--- src/mulTypesPkg.sv ---
`default_nettype none

package mulTypesPkg;

    // ~~~~~~~~~~~~~~~~~~~~~~~~~~~~~~
    // datapath widths
    // ~~~~~~~~~~~~~~~~~~~~~~~~~~~~~~
    localparam int nibbleW  = 4;                 // half of an operand
    localparam int operandW = 8;                 // one full operand word

    typedef logic [nibbleW-1:0]    nibbleT;      // one ROM address half
    typedef logic [operandW-1:0]   operandT;     // unsigned multiplicand or multiplier
    typedef logic [2*operandW-1:0] productT;     // full product, also used for nibble products

endpackage

`default_nettype wire

--- src/mulCtrlPkg.sv ---
`default_nettype none

package mulCtrlPkg;

    // clocks from the edge that samples go to the cycle with done high
    localparam int latencyCycles = 9;

    // ~~~~~~~~~~~~~~~~~~~~~~~~~~~~~~
    // controller states
    // ~~~~~~~~~~~~~~~~~~~~~~~~~~~~~~
    // encoded in order, so finish carries the value latencyCycles
    typedef enum logic [$clog2(latencyCycles+1)-1:0] {
        idle,
        loadOperands,
        lowProduct,
        crossA,
        crossB,
        highProduct,
        sumCross,
        alignCross,
        addHigh,
        finish
    } mulStateT;

    // ~~~~~~~~~~~~~~~~~~~~~~~~~~~~~~
    // select codes into the datapath
    // ~~~~~~~~~~~~~~~~~~~~~~~~~~~~~~
    typedef logic [1:0] romSelT;                 // which nibble pair addresses the ROM
    localparam romSelT selLowLow   = 2'd0;
    localparam romSelT selHighLow  = 2'd1;       // high of x with low of y
    localparam romSelT selLowHigh  = 2'd2;       // low of x with high of y
    localparam romSelT selHighHigh = 2'd3;

    typedef logic [1:0] sumSelT;                 // which operands go into the shared adder
    localparam sumSelT sumNone      = 2'd0;
    localparam sumSelT sumCrossPair = 2'd1;
    localparam sumSelT sumAlign     = 2'd2;
    localparam sumSelT sumFinal     = 2'd3;

endpackage

`default_nettype wire

--- src/nibbleProductRom.sv ---
`default_nettype none

module nibbleProductRom (
    input  mulTypesPkg::nibbleT  a,
    input  mulTypesPkg::nibbleT  b,
    output mulTypesPkg::productT product
);
    import mulTypesPkg::*;

    localparam int romDepth = 2 ** operandW;     // one entry per concatenated {a, b}

    typedef productT [romDepth-1:0] romImageT;

    // fills the table once at elaboration, the address is {a, b}
    function automatic romImageT buildImage();
        romImageT image;
        nibbleT   hi;
        nibbleT   lo;
        for (int i = 0; i < romDepth; i++) begin
            hi = nibbleT'(i >> nibbleW);
            lo = nibbleT'(i);
            image[i] = productT'(hi) * productT'(lo);
        end
        return image;
    endfunction

    localparam romImageT romImage = buildImage();

    logic [operandW-1:0] addr;

    assign addr    = {a, b};
    assign product = romImage[addr];             // zero-latency lookup

endmodule

`default_nettype wire

--- src/mulController.sv ---
`default_nettype none

module mulController (
    input  logic                clk,
    input  logic                start,
    input  logic                go,
    output logic                ldOperands,
    output logic                ldLowProd,
    output logic                ldCrossA,
    output logic                ldCrossB,
    output logic                ldHighProd,
    output logic                ldCrossSum,
    output logic                ldPartial,
    output logic                ldResult,
    output mulCtrlPkg::romSelT  romSel,
    output mulCtrlPkg::sumSelT  sumSel,
    output logic                busy,
    output logic                done
);
    import mulCtrlPkg::*;

    mulStateT state;
    mulStateT nextState;

    // ~~~~~~~~~~~~~~~~~~~~~~~~~~~~~~
    // state register and sequence
    // ~~~~~~~~~~~~~~~~~~~~~~~~~~~~~~
    always_ff @(posedge clk or posedge start) begin
        if (start) begin
            state <= idle;
        end else begin
            state <= nextState;
        end
    end

    always_comb begin
        nextState = state;
        case (state)
            idle: begin
                if (go) begin
                    nextState = loadOperands;        // go is only looked at here
                end
            end
            loadOperands: nextState = lowProduct;
            lowProduct:   nextState = crossA;
            crossA:       nextState = crossB;
            crossB:       nextState = highProduct;
            highProduct:  nextState = sumCross;
            sumCross:     nextState = alignCross;
            alignCross:   nextState = addHigh;
            addHigh:      nextState = finish;
            finish:       nextState = idle;
            default:      nextState = idle;
        endcase
    end

    // ~~~~~~~~~~~~~~~~~~~~~~~~~~~~~~
    // Moore output decode
    // ~~~~~~~~~~~~~~~~~~~~~~~~~~~~~~
    always_comb begin
        ldOperands = 1'b0;
        ldLowProd  = 1'b0;
        ldCrossA   = 1'b0;
        ldCrossB   = 1'b0;
        ldHighProd = 1'b0;
        ldCrossSum = 1'b0;
        ldPartial  = 1'b0;
        ldResult   = 1'b0;
        romSel     = selLowLow;
        sumSel     = sumNone;
        done       = 1'b0;
        case (state)
            loadOperands: begin
                ldOperands = 1'b1;                   // x and y sampled at the end of this cycle
            end
            lowProduct: begin
                romSel    = selLowLow;
                ldLowProd = 1'b1;
            end
            crossA: begin
                romSel   = selHighLow;
                ldCrossA = 1'b1;
            end
            crossB: begin
                romSel   = selLowHigh;
                ldCrossB = 1'b1;
            end
            highProduct: begin
                romSel     = selHighHigh;
                ldHighProd = 1'b1;
            end
            sumCross: begin
                sumSel     = sumCrossPair;
                ldCrossSum = 1'b1;
            end
            alignCross: begin
                sumSel    = sumAlign;
                ldPartial = 1'b1;
            end
            addHigh: begin
                sumSel   = sumFinal;
                ldResult = 1'b1;                     // result lands together with done
            end
            finish: begin
                done = 1'b1;
            end
            default: begin
            end
        endcase
    end

    assign busy = (state != idle);

endmodule

`default_nettype wire

--- src/mulDatapath.sv ---
`default_nettype none

module mulDatapath (
    input  logic                  clk,
    input  logic                  start,
    input  mulTypesPkg::operandT  x,
    input  mulTypesPkg::operandT  y,
    input  logic                  ldOperands,
    input  logic                  ldLowProd,
    input  logic                  ldCrossA,
    input  logic                  ldCrossB,
    input  logic                  ldHighProd,
    input  logic                  ldCrossSum,
    input  logic                  ldPartial,
    input  logic                  ldResult,
    input  mulCtrlPkg::romSelT    romSel,
    input  mulCtrlPkg::sumSelT    sumSel,
    output mulTypesPkg::productT  result
);
    import mulTypesPkg::*;
    import mulCtrlPkg::*;

    operandT xReg;
    operandT yReg;
    nibbleT  romA;
    nibbleT  romB;
    productT romProduct;
    productT lowProd;
    productT crossAProd;
    productT crossBProd;
    productT highProd;
    productT crossSum;
    productT partial;
    productT addA;
    productT addB;
    productT sum;

    // ~~~~~~~~~~~~~~~~~~~~~~~~~~~~~~
    // nibble select and product table
    // ~~~~~~~~~~~~~~~~~~~~~~~~~~~~~~
    always_comb begin
        case (romSel)
            selHighLow: begin
                romA = xReg[operandW-1:nibbleW];
                romB = yReg[nibbleW-1:0];
            end
            selLowHigh: begin
                romA = xReg[nibbleW-1:0];
                romB = yReg[operandW-1:nibbleW];
            end
            selHighHigh: begin
                romA = xReg[operandW-1:nibbleW];
                romB = yReg[operandW-1:nibbleW];
            end
            default: begin
                romA = xReg[nibbleW-1:0];
                romB = yReg[nibbleW-1:0];
            end
        endcase
    end

    nibbleProductRom romInst (
        .a       (romA),
        .b       (romB),
        .product (romProduct)
    );

    // ~~~~~~~~~~~~~~~~~~~~~~~~~~~~~~
    // shared adder
    // ~~~~~~~~~~~~~~~~~~~~~~~~~~~~~~
    always_comb begin
        case (sumSel)
            sumCrossPair: begin
                addA = crossAProd;
                addB = crossBProd;
            end
            sumAlign: begin
                addA = crossSum << nibbleW;          // cross terms weigh 16
                addB = lowProd;
            end
            sumFinal: begin
                addA = partial;
                addB = highProd << operandW;         // high term weighs 256
            end
            default: begin
                addA = '0;
                addB = '0;
            end
        endcase
    end

    assign sum = addA + addB;                        // never overflows since the full product fits 16 bits

    always_ff @(posedge clk or posedge start) begin
        if (start) begin
            xReg       <= '0;
            yReg       <= '0;
            lowProd    <= '0;
            crossAProd <= '0;
            crossBProd <= '0;
            highProd   <= '0;
            crossSum   <= '0;
            partial    <= '0;
            result     <= '0;
        end else begin
            if (ldOperands) begin
                xReg <= x;
                yReg <= y;
            end
            if (ldLowProd)  lowProd    <= romProduct;
            if (ldCrossA)   crossAProd <= romProduct;
            if (ldCrossB)   crossBProd <= romProduct;
            if (ldHighProd) highProd   <= romProduct;
            if (ldCrossSum) crossSum   <= sum;
            if (ldPartial)  partial    <= sum;
            if (ldResult)   result     <= sum;   // held until the next run reaches addHigh
        end
    end

endmodule

`default_nettype wire

--- src/multiplier8.sv ---
`default_nettype none

module multiplier8 (
    input  logic                  clk,
    input  logic                  start,
    input  logic                  go,
    input  mulTypesPkg::operandT  x,
    input  mulTypesPkg::operandT  y,
    output mulTypesPkg::productT  result,
    output logic                  busy,
    output logic                  done
);
    import mulCtrlPkg::*;

    logic   ldOperands;
    logic   ldLowProd;
    logic   ldCrossA;
    logic   ldCrossB;
    logic   ldHighProd;
    logic   ldCrossSum;
    logic   ldPartial;
    logic   ldResult;
    romSelT romSel;
    sumSelT sumSel;

    // ~~~~~~~~~~~~~~~~~~~~~~~~~~~~~~
    // control and datapath
    // ~~~~~~~~~~~~~~~~~~~~~~~~~~~~~~
    mulController ctrlInst (
        .clk        (clk),
        .start      (start),
        .go         (go),
        .ldOperands (ldOperands),
        .ldLowProd  (ldLowProd),
        .ldCrossA   (ldCrossA),
        .ldCrossB   (ldCrossB),
        .ldHighProd (ldHighProd),
        .ldCrossSum (ldCrossSum),
        .ldPartial  (ldPartial),
        .ldResult   (ldResult),
        .romSel     (romSel),
        .sumSel     (sumSel),
        .busy       (busy),
        .done       (done)
    );

    mulDatapath dpInst (
        .clk        (clk),
        .start      (start),
        .x          (x),
        .y          (y),
        .ldOperands (ldOperands),
        .ldLowProd  (ldLowProd),
        .ldCrossA   (ldCrossA),
        .ldCrossB   (ldCrossB),
        .ldHighProd (ldHighProd),
        .ldCrossSum (ldCrossSum),
        .ldPartial  (ldPartial),
        .ldResult   (ldResult),
        .romSel     (romSel),
        .sumSel     (sumSel),
        .result     (result)
    );

endmodule

`default_nettype wire

--- config.mk ---
export PLATFORM = sky130hd
export DESIGN_NAME = multiplier8
export DESIGN_NICKNAME = d
export VERILOG_FILES = /design/src/mulTypesPkg.sv /design/src/mulCtrlPkg.sv /design/src/nibbleProductRom.sv /design/src/mulController.sv /design/src/mulDatapath.sv /design/src/multiplier8.sv
export SDC_FILE = /design/constraint.sdc
export NUM_CORES = 1
export LEC_CHECK = 0
export ABC_AREA = 1
export ABC_CLOCK_PERIOD_IN_PS = 3700
export BUFFER_PORTS_ARGS = -buffer_cell sky130_fd_sc_hd__buf_4
export CAP_MARGIN = 20
export CORE_ASPECT_RATIO = 0.75
export CORE_MARGIN = 3
export CORE_UTILIZATION = 25
export CTS_CLUSTER_SIZE = 8
export DETAILED_ROUTE_END_ITERATION = 10
export HOLD_SLACK_MARGIN = 0.02
export SYNTH_ARGS = -nofsm -noshare
export SYNTH_HDL_FRONTEND = slang
export SYNTH_SLANG_ARGS = --single-unit
--- constraint.sdc ---
create_clock -name clk -period 3.7 [get_ports clk]
set_input_delay 0.185 -clock clk [delete_from_list [all_inputs] [get_ports clk]]
set_output_delay 0.185 -clock clk [all_outputs]
set_load 0.02 [all_outputs]
Yosys cells after proc, flatten, opt, wreduce, memory -nomap -nowiden
Memory sizes are Yosys's and may differ from the RTL's. Cells that the tools add are included.

Register bits after elaboration: 120. Latch bits: 0. RAM bits: 0. Bits in read-only memories: 4096. Input bits: 19. Output and inout bits: 18. Word-level logic and storage cells: 51. Memories: 1.

$add $sub $neg: 1. $mul: 0. Div/mod/pow operators: 0. $lt $le $gt $ge: 1. Equal/unequal tests: 16. Shift operators: 0. Mux-type cells: 18. Bitwise gates (word level): 0. Reductions and logical operators: 4.

Memory list: (name not given) (words 256, width 16, rd ports 1, clocked after memory_dff 0, write ports 0, RTL line nibbleProductRom.sv:32) `assign product = romImage[addr];`.

Operators with widths (count): $pmux 16 s3 (2); $pmux 4 s9 (1); $add 16x16->16 (1); $eq 4x3->1 const B (4); $mux 16 (1); $mux 4 (3); $pmux 2 s3 (2); $lt 8x9->1 const B (1); $mux 1 (9); $eq 2x2->1 const B (4); $eq 4x2->1 const B (2); $eq 4x4->1 const B (2); $eq 2x1->1 const B (2); $eq 4x1->1 const B (1); $logic_not 4->1 (1); $reduce_bool 4->1 (1); $reduce_or 2->1 (2); $ne 2x2->1 const B (1).

Depth between registers and ports, before layout
Gate-level depths: netlist (run 1).

Depth in word-level cells: 7. Mapped depth: 18. Mapped depth without buffers: 18.

Modules after synthesis
From an unflattened synthesis (run 1), not the netlist that was laid out.

Cell total of the unflattened synthesis: 1026. Area total of the unflattened synthesis: 7319.5 um2.

Modules (own cells, without submodules): mulDatapath (instances 1, cells an instance 729, area each 5806.8 um2, sequential area each 2902.8 um2); nibbleProductRom (instances 1, cells an instance 254, area each 1249.9 um2, sequential area each 0.0 um2); mulController (instances 1, cells an instance 43, area each 262.8 um2, sequential area each 100.1 um2).

Least setup slack after synthesis (run 1)
Ideal clock, no wire load.

Kind: flip-flop to flip-flop. From: register ctrlInst.state[2]. To: register dpInst.partial[14]. Arrival: 2.781 ns. Required time: 3.568 ns. Slack: 0.787 ns. Cell stages (with the launch flop): 16. Path buffers: 1. Cell sequence: dfrtp_1 > inv_2 > nor2_8 > nand2_1 > clkinv_1 > clkbuf_1 > a22o_1 > ha_1 > inv_1 > nor3_1 > nand4_1 > nand3_1 > a31oi_1 > or2_2 > nand3_1 > o21ai_0.

Cells in the longest elaborated chain, start to end: 5. Elaborated cells on any way between the ends: 11. Classes of those cells: 1 x add/sub; 6 x eq/ne; 4 x mux.

Ends and longest elaborated chain: start: declaration (RTL line mulController.sv:22) `mulStateT state;`; start signal: assignment (RTL line mulController.sv:30) `state <= idle;`; start signal: assignment (RTL line mulController.sv:32) `state <= nextState;`; $eq 4x4->1 or $eq 4x3->1 (tied branches) (RTL line mulController.sv:72) `case (state)`; $pmux 2 s3 (RTL line mulController.sv:72); $eq 2x2->1 or $eq 2x1->1 (tied branches) (RTL line mulDatapath.sv:72) `case (sumSel)`; $pmux 16 s3 (RTL line mulDatapath.sv:72); $add 16x16->16 (RTL line mulDatapath.sv:92) `assign sum = addA + addB;`; end signal: assignment (RTL line mulDatapath.sv:115) `if (ldPartial) partial <= sum;`; end: declaration (RTL line mulDatapath.sv:33) `productT partial;`.

Several ways; a longest one is shown, not always the timed one. A chain may end at the register's enable or synchronous reset.

Worst setup path in the final report (run 1)
Same ends and word-level chain as after synthesis.

==> summary.md, run 1 <==
| Metric | Value |
|---|---|
| Synth Area in XOR/XNOR | 0.01315 |
| Post-detail-place hpwl | 12.25 mm |
| Most frequent cell after synthesis | nand2_1 |
| I/O Pins | 37 |
| Total global routing overflow | 0 |
| Post-synthesis adder-cell area fraction | 0.05553 |
| Min-delay worst type | in2async |
| Sequential area share after synthesis | 0.4008 |
| Crit path arrival time | 3.64 ns |
| FFs w/ async S/R, synth | 1.000 |
| Cts repair resizes | 0 |
| Synth top area share | 0.4008 |
| Row cnt | 48 |
| Crit-path max FO | 17 |
| Ys flop type | dfrtp_1 |
| Clock Pin Slew Worst Setup and Hold Paths | 0.07 ns |
| Area leader, netlist | dfrtp_1 |
| Fraction of layout cells with a size suffix above 1 | 0.1176 |
| Starting Density | 0.2572 |
| Drt drc | 0 |
| Final period util | 0.9219 |
| Vias in the first global route | 5,260 |
| Simple-Gate Fraction of Synth Area | 0.3023 |
| Post-synthesis mux area share | 0.01879 |
| Antenna cells | 0 |
| CTS tree | done |
| Peak supply drop | 0.5394 mV |
| Pre-Repair DR Iteration Count | 5 |
| Core area | 0.02330 mm^2 |
| First-pass GRT wire length | 27.86 mm |
| Final core area utilization | 0.2970 |
| Warnings from Yosys | 0 |
| Clock Latency Late Sink | 0.35 ns |
| Setup violations, final | 0 |
| Initial antenna violation count | 0 |
| Clk sink count | 96 |
| Die ar. | 0.02589 mm^2 |
| RSZ-0062 raised after global routing | false |
| Post-CTS Hold Buffers | 0 |
| Layout area overhead | 15.47% |
| Largest family of logic cells by synthesized area | simple AND/OR/NAND/NOR gates |
| Final hold viol count | 0 |
| Post-DRT Antenna Nets | 0 |
| Worst-Margin Slew | 0.9203 ns |
| CP startpoint kind | flop |
| Type of the worst setup path | reg2reg |
| Root Buffer | clkbuf_16 |
| Synth Register Bits | 96 |
| Die height | 140.1 um |
| Synth area leaders | dfrtp_1 40%, nand2_1 17%, nand3_1 7.3% |
| Synthesized area per cell | 7.291 um^2 |
| Port Buffer Count | 36 |
| Largest net degree at the start of global routing | 75 |
| EDFF count, synth | 0 |
| Slew Limit Fails | 0 |
| Max-cap violations | 0 |
| Netlist cell types | 43 |
| Slew HR | 0.3865 |
| Status | complete, no violations |
| Synth Cell Area | 0.005993 mm^2 |
| Via count | 5,514 |
| Fmax | 0.2932 GHz |
| Pwr Total | 0.006504 W |
| Post-CTS Setup Repair Bufs | 0 |
| Worst hold slack | 0.04855 ns |
| Drt wl/cell | 14.16 um |
| Horiz. Die Dim | 184.8 um |
| Clock Path Buffers | 2 |
| Most instantiated cells after synthesis | 279 x nand2_1, 96 x dfrtp_1, 88 x nand3_1 |
| Lkg Pwr | 3.428 nW |
| Vias per inst | 4.758 |
| Nets | 899 |
| Post-Syn Instances | 822 |
| Syn_nets | 867 |
| GP Congestion | 0.9147 |
| Fin crit period | 3.411 ns |
| Synth Area in Compound Gates | 0.1319 |
| TritonCTS Buffers | 9 |
| Wirelength, routed | 16.41 mm |
| Crit. End Element | flop |
| Worst Path Required | 3.93 ns |
| Setup Total Neg Slack | 0 ns |
| H-tree levels | 3 |
| Layout Skew | 0.009985 ns |
| PD cells | 939.8 mW/mm^2 |
| DR iter-0 viols | 598 |
| Global Route Usage Sum | 0.1322 |
-- worst max-delay path: stages (launching register included) --
cell      delay (ns)
dfrtp_1         0.44
inv_2           0.14
nor2_8          0.06
nand2_1         0.26
clkinv_1        0.19
buf_4           0.22
a22o_1          0.22
ha_1            0.33
nand2_1         0.07
o21ai_0         0.35
nand4_1         0.26
nand3_1         0.18
a31oi_1         0.10
or2_2           0.29
nand3_1         0.07
o21ai_0         0.08
-- worst paths after layout --
path / start / to / slack [ns] / cells past startpoint
max: ctrlInst.state[2]$_DFFE_PP0P_ / dpInst.partial[14]$_DFFE_PP0P_ / 0.29 / 15
min: start / dpInst.highProd[4]$_DFFE_PP0P_ / 0.05 / 2
max in group asynchronous: start / dpInst.yReg[4]$_DFFE_PP0P_ / 2.76 / 3
min in group clk: x[6] / dpInst.xReg[6]$_DFFE_PP0P_ / 0.06 / 2
max reg2reg: ctrlInst.state[2]$_DFFE_PP0P_ / dpInst.partial[14]$_DFFE_PP0P_ / 0.29 / 15
min reg2reg: dpInst.crossBProd[5]$_DFFE_PP0P_ / dpInst.crossBProd[5]$_DFFE_PP0P_ / 0.48 / 2
-- cell type report --
type | instances | area, um^2
clock inverter | 5 | 62.56
tap | 300 | 375.4
timing repair buffer | 50 | 375.4
fill | 2539 | 16380
inverter | 86 | 325.3
clock buffer | 11 | 252.7
sequential | 96 | 2402
multi-input combinational | 611 | 3127
-- registers in the layout, summed over array words and instances (netlist names) --
register / flops
dpInst.result: 16
dpInst.crossAProd: 8
dpInst.lowProd: 8
ctrlInst.state: 4
dpInst.partial: 16
dpInst.crossBProd: 8
dpInst.crossSum: 12
dpInst.xReg: 8
dpInst.highProd: 8
dpInst.yReg: 8
-- power by group --
part	total (W)	leakage (nW)	internal (W)	switching [W]
Combinational	0.00388	2.02	0.00123	0.00265
Clock	0.000987	0.149	0.000566	0.000421
Sequential	0.00163	1.26	0.00142	0.000218
Total	0.00650	3.43	0.00322	0.00329
-- cell usage in the layout, fill, tap and decap left out, types with 3 or more instances in the layout --
cell type  count
nor3_1         4
clkinv_1       4
xor2_1         6
o21ai_0       60
nand2_1      279
a22o_1        11
a31oi_1        5
inv_1         72
nor2_1        35
o21ai_1       14
nand2_2        4
clkbuf_16      9
a21oi_1       26
o21bai_1       4
buf_4         50
nand3_1       88
mux2_2        10
o211ai_1       3
o31ai_1        3
dfrtp_1       96
nand4_1        4
xnor2_1        3
inv_2          9
ha_1          25
o22ai_1        6
-- per-stage QoR --
step,area [um^2],worst slack [ns],cells
2_1_floorplan,5993,0.7871,822
3_3_place_gp,6605,0.5142,1143
3_5_place_dp,6605,0.3980,1143
4_1_cts,6920,0.3650,1159
5_1_grt,6920,0.04219,1159
6_report,6920,0.2891,1159
-- per-layer routing --
layer / share of wire / vias to the layer above / track usage
met5: 0 / - / 0
met4: 0.0094 / 0 / 0.02565
met3: 0.062 / 13 / 0.02674
met2: 0.39 / 177 / 0.1777
met1: 0.53 / 2562 / 0.2146
li1: - / 2762 / -
-- kinds of logic (layout without fill, tap and decap cells) --
logic type,after synthesis,count (layout)
XOR/XNOR,9,9
buffers and inverters,115,152
AND/OR/NAND/NOR,428,428
multiplexers,10,10
flip-flops,96,96
adder cells (fa/ha/maj),26,26
AO/OA/AOI/OAI,138,138
Note: power is estimated with default switching activity, not from simulation.
==> inputs of run 2 (changes only) <==
CAP_MARGIN = 10   (was 20)
CORE_UTILIZATION = 45   (was 25)
==> run 2 against run 1 <==
  * Clock power fell by 7.1%
  * Total power rose by 0.49%
  * Worst hold slack got worse by 0.044 ns
  * Wire length rose by 3.7%
  * Sequential share of layout area rose by 1.1 points
  * Utilization rose by 23 points
  * Clock-buffer cell count fell by 1
  * Die area fell by 43%
  * First-iteration DRC count fell by 27%
  * Fmax rose by 2.2%
  * Critical path depth fell by 3
==> summary.md, run 2 (same netlist as run 1, synthesis figures left out) <==
| Metric | Value |
|---|---|
| Status | complete, no violations |
| Setup Total Neg Slack | 0 ns (unchanged) |
| Cts repair resizes | 0 (unchanged) |
| Clock Latency Late Sink | 0.35 ns (about the same) |
| WL met2 | 6.739 mm (+4.0%) |
| Crit. End Element | flop |
| Global Route Usage Sum | 0.2355 (+0.1032) |
| TritonCTS Buffers | 9 (unchanged) |
| Highest layer used for signal routing | met4 |
| Dpl cell area | 0.006415 mm^2 (-2.9%) |
| Most frequent cells in the layout | 279 x nand2_1, 96 x dfrtp_1, 88 x nand3_1 |
| Type of the worst setup path | reg2reg |
| Row cnt | 35 (-27%) |
| Layout Skew | 0.008553 ns (-0.001432 ns) |
| CTS tree | done |
| GP Congestion | 0.9375 (+2.5%) |
| Worst Path Required | 3.91 ns (-0.02 ns) |
| Post-DRT Antenna Nets | 0 (unchanged) |
| Total global routing overflow | 0 (unchanged) |
| Pre-Repair DR Iteration Count | 5 (unchanged) |
| Peak supply drop | 0.4712 mV (-13%) |
| Fin crit period | 3.339 ns (-0.07208 ns) |
| Nets | 896 (-0.33%) |
| Clk sink count | 96 (unchanged) |
| Vias per inst | 5.567 (+17%) |
| PD cells | 974.6 mW/mm^2 (+3.7%) |
| Non-Filler Instances | 1,022 (-12%) |
| Core area | 0.01266 mm^2 (-46%) |
| Slew Limit Fails | 0 (unchanged) |
| Drt drc | 0 (unchanged) |
| Wirelength, routed | 17.01 mm (+3.7%) |
| Largest regs | dpInst.partial (16), dpInst.result (16), dpInst.crossSum (12) |
| Final period util | 0.9024 (-0.01948) |
| Fmax | 0.2995 GHz (+2.2%) |
| R2r endpoint | dpInst.crossSum[6]$_DFFE_PP0P_ |
| Lkg Pwr | 3.410 nW (-0.52%) |
| I/O Pins | 37 (unchanged) |
| Via count | 5,689 (+3.2%) |
| Setup violations, final | 0 (unchanged) |
| Drt wl/cell | 16.64 um (+18%) |
| Post-CTS Setup Repair Bufs | 0 (unchanged) |
| Initial antenna violation count | 0 (unchanged) |
| Slew HR | 0.4130 (+0.02647) |
| Starting Density | 0.4736 (+0.2164) |
| Reg-to-reg startpoint | ctrlInst.state[2]$_DFFE_PP0P_ |
| Post-route cell area | 0.006705 mm^2 (-3.1%) |
| Post-CTS Hold Buffers | 0 (unchanged) |
| Die height | 105.9 um (-24%) |
| DR iter-0 viols | 439 (-27%) |
| WL met3 | 1.511 mm (+49%) |
| Final hold viol count | 0 (unchanged) |
| Post-detail-place hpwl | 12.73 mm (+3.9%) |
| M1 wire length | 8.563 mm (-2.2%) |
| H-tree levels | 3 (unchanged) |
| Die ar. | 0.01475 mm^2 (-43%) |
| Min-delay worst type | in2async |
| Crit-path max FO | 26 (+9) |
| Crit path arrival time | 3.54 ns (-0.10 ns) |
| Layout area overhead | 11.88% |
| Clock Pin Slew Worst Setup and Hold Paths | 0.07 ns (about the same) |
| Worst Reg-to-Reg Cells | 12 (-3) |
| Horiz. Die Dim | 139.3 um (-25%) |
| Root Buffer | clkbuf_16 |
| Largest net degree at the start of global routing | 71 (-5.3%) |
| Fraction of layout cells with a size suffix above 1 | 0.1145 (-0.003093) |
| CP startpoint kind | flop |
| Antenna cells | 0 (unchanged) |
| RSZ-0062 raised after global routing | false |
| Placed cell count | 1,006 (-12%) |
| Vias in the first global route | 5,453 (+3.7%) |
| Worst-Margin Slew | 0.8805 ns (-0.03971 ns) |
| Fillers | 1,227 (-52%) |
| Worst reg2reg setup slack | 0.36 ns (+0.07 ns) |
| Port Buffer Count | 36 (unchanged) |
| Commonest non-fill, non-tap cell in the layout | nand2_1 |
| Clock Path Buffers | 2 (unchanged) |
| Worst hold slack | 0.004330 ns (-0.04422 ns) |
| First-pass GRT wire length | 28.06 mm (+0.74%) |
| Pwr Total | 0.006535 W (+0.49%) |
| Max-cap violations | 0 (unchanged) |
-- run 2: power by group --
part	leakage [nW]	switching, W	internal [W]
Sequential	1.26	0.000229	0.00142
Combinational	2.01	0.00277	0.00121
Clock	0.145	0.000431	0.000485
Total	3.41	0.00343	0.00311
-- run 2: stage by stage --
| step | utilization | worst slack, ns |
|---|---|---|
| 2_1_floorplan | - | 0.7871 |
| 3_3_place_gp | 0.5069 | 0.4929 |
| 3_5_place_dp | 0.5069 | 0.3809 |
| 4_1_cts | 0.5298 | 0.3350 |
| 5_1_grt | 0.5298 | 0.1281 |
| 6_report | 0.5298 | 0.3612 |
-- run 2: worst max-delay path by stage --
stage                                              from                        endpoint  cells past startpoint
final                     ctrlInst.state[2]$_DFFE_PP0P_  dpInst.crossSum[6]$_DFFE_PP0P_                     12
after floorplan           ctrlInst.state[2]$_DFFE_PP0P_  dpInst.partial[14]$_DFFE_PP0P_                     15
after global routing      ctrlInst.state[2]$_DFFE_PP0P_  dpInst.partial[14]$_DFFE_PP0P_                     15
after CTS                 ctrlInst.state[2]$_DFFE_PP0P_  dpInst.partial[14]$_DFFE_PP0P_                     15
after global placement    ctrlInst.state[2]$_DFFE_PP0P_  dpInst.partial[14]$_DFFE_PP0P_                     15
after detailed placement  ctrlInst.state[2]$_DFFE_PP0P_  dpInst.partial[14]$_DFFE_PP0P_                     15
-- run 2: metal layers --
| metal | global-route usage | vias to the layer above |
|---|---|---|
| li1 | - | 2755 |
| met1 | 0.3711 | 2685 |
| met2 | 0.3207 | 228 |
| met3 | 0.05665 | 21 |
| met4 | 0.05866 | 0 |
| met5 | 0 | - |
-- run 2: final cells by class --
type | count | area (um^2) | share of cell area
clock inverter | 6 | 51.30 | 0.007651
clock buffer | 10 | 239.0 | 0.03564
tap | 166 | 207.7 | 0.03098
sequential | 96 | 2402 | 0.3583
timing repair buffer | 47 | 352.8 | 0.05262
multi-input combinational | 611 | 3127 | 0.4663
inverter | 86 | 325.3 | 0.04852
-- run 2: worst max-delay path, cell delays in order (launching register included) --
cell,delay [ns]
dfrtp_1,0.45
inv_2,0.15
nor2_8,0.06
nand2_1,0.27
clkinv_1,0.15
buf_4,0.25
a22o_1,0.24
ha_1,0.35
inv_1,0.09
or4_1,0.53
o311ai_0,0.12
xor2_1,0.37
o21ai_0,0.17
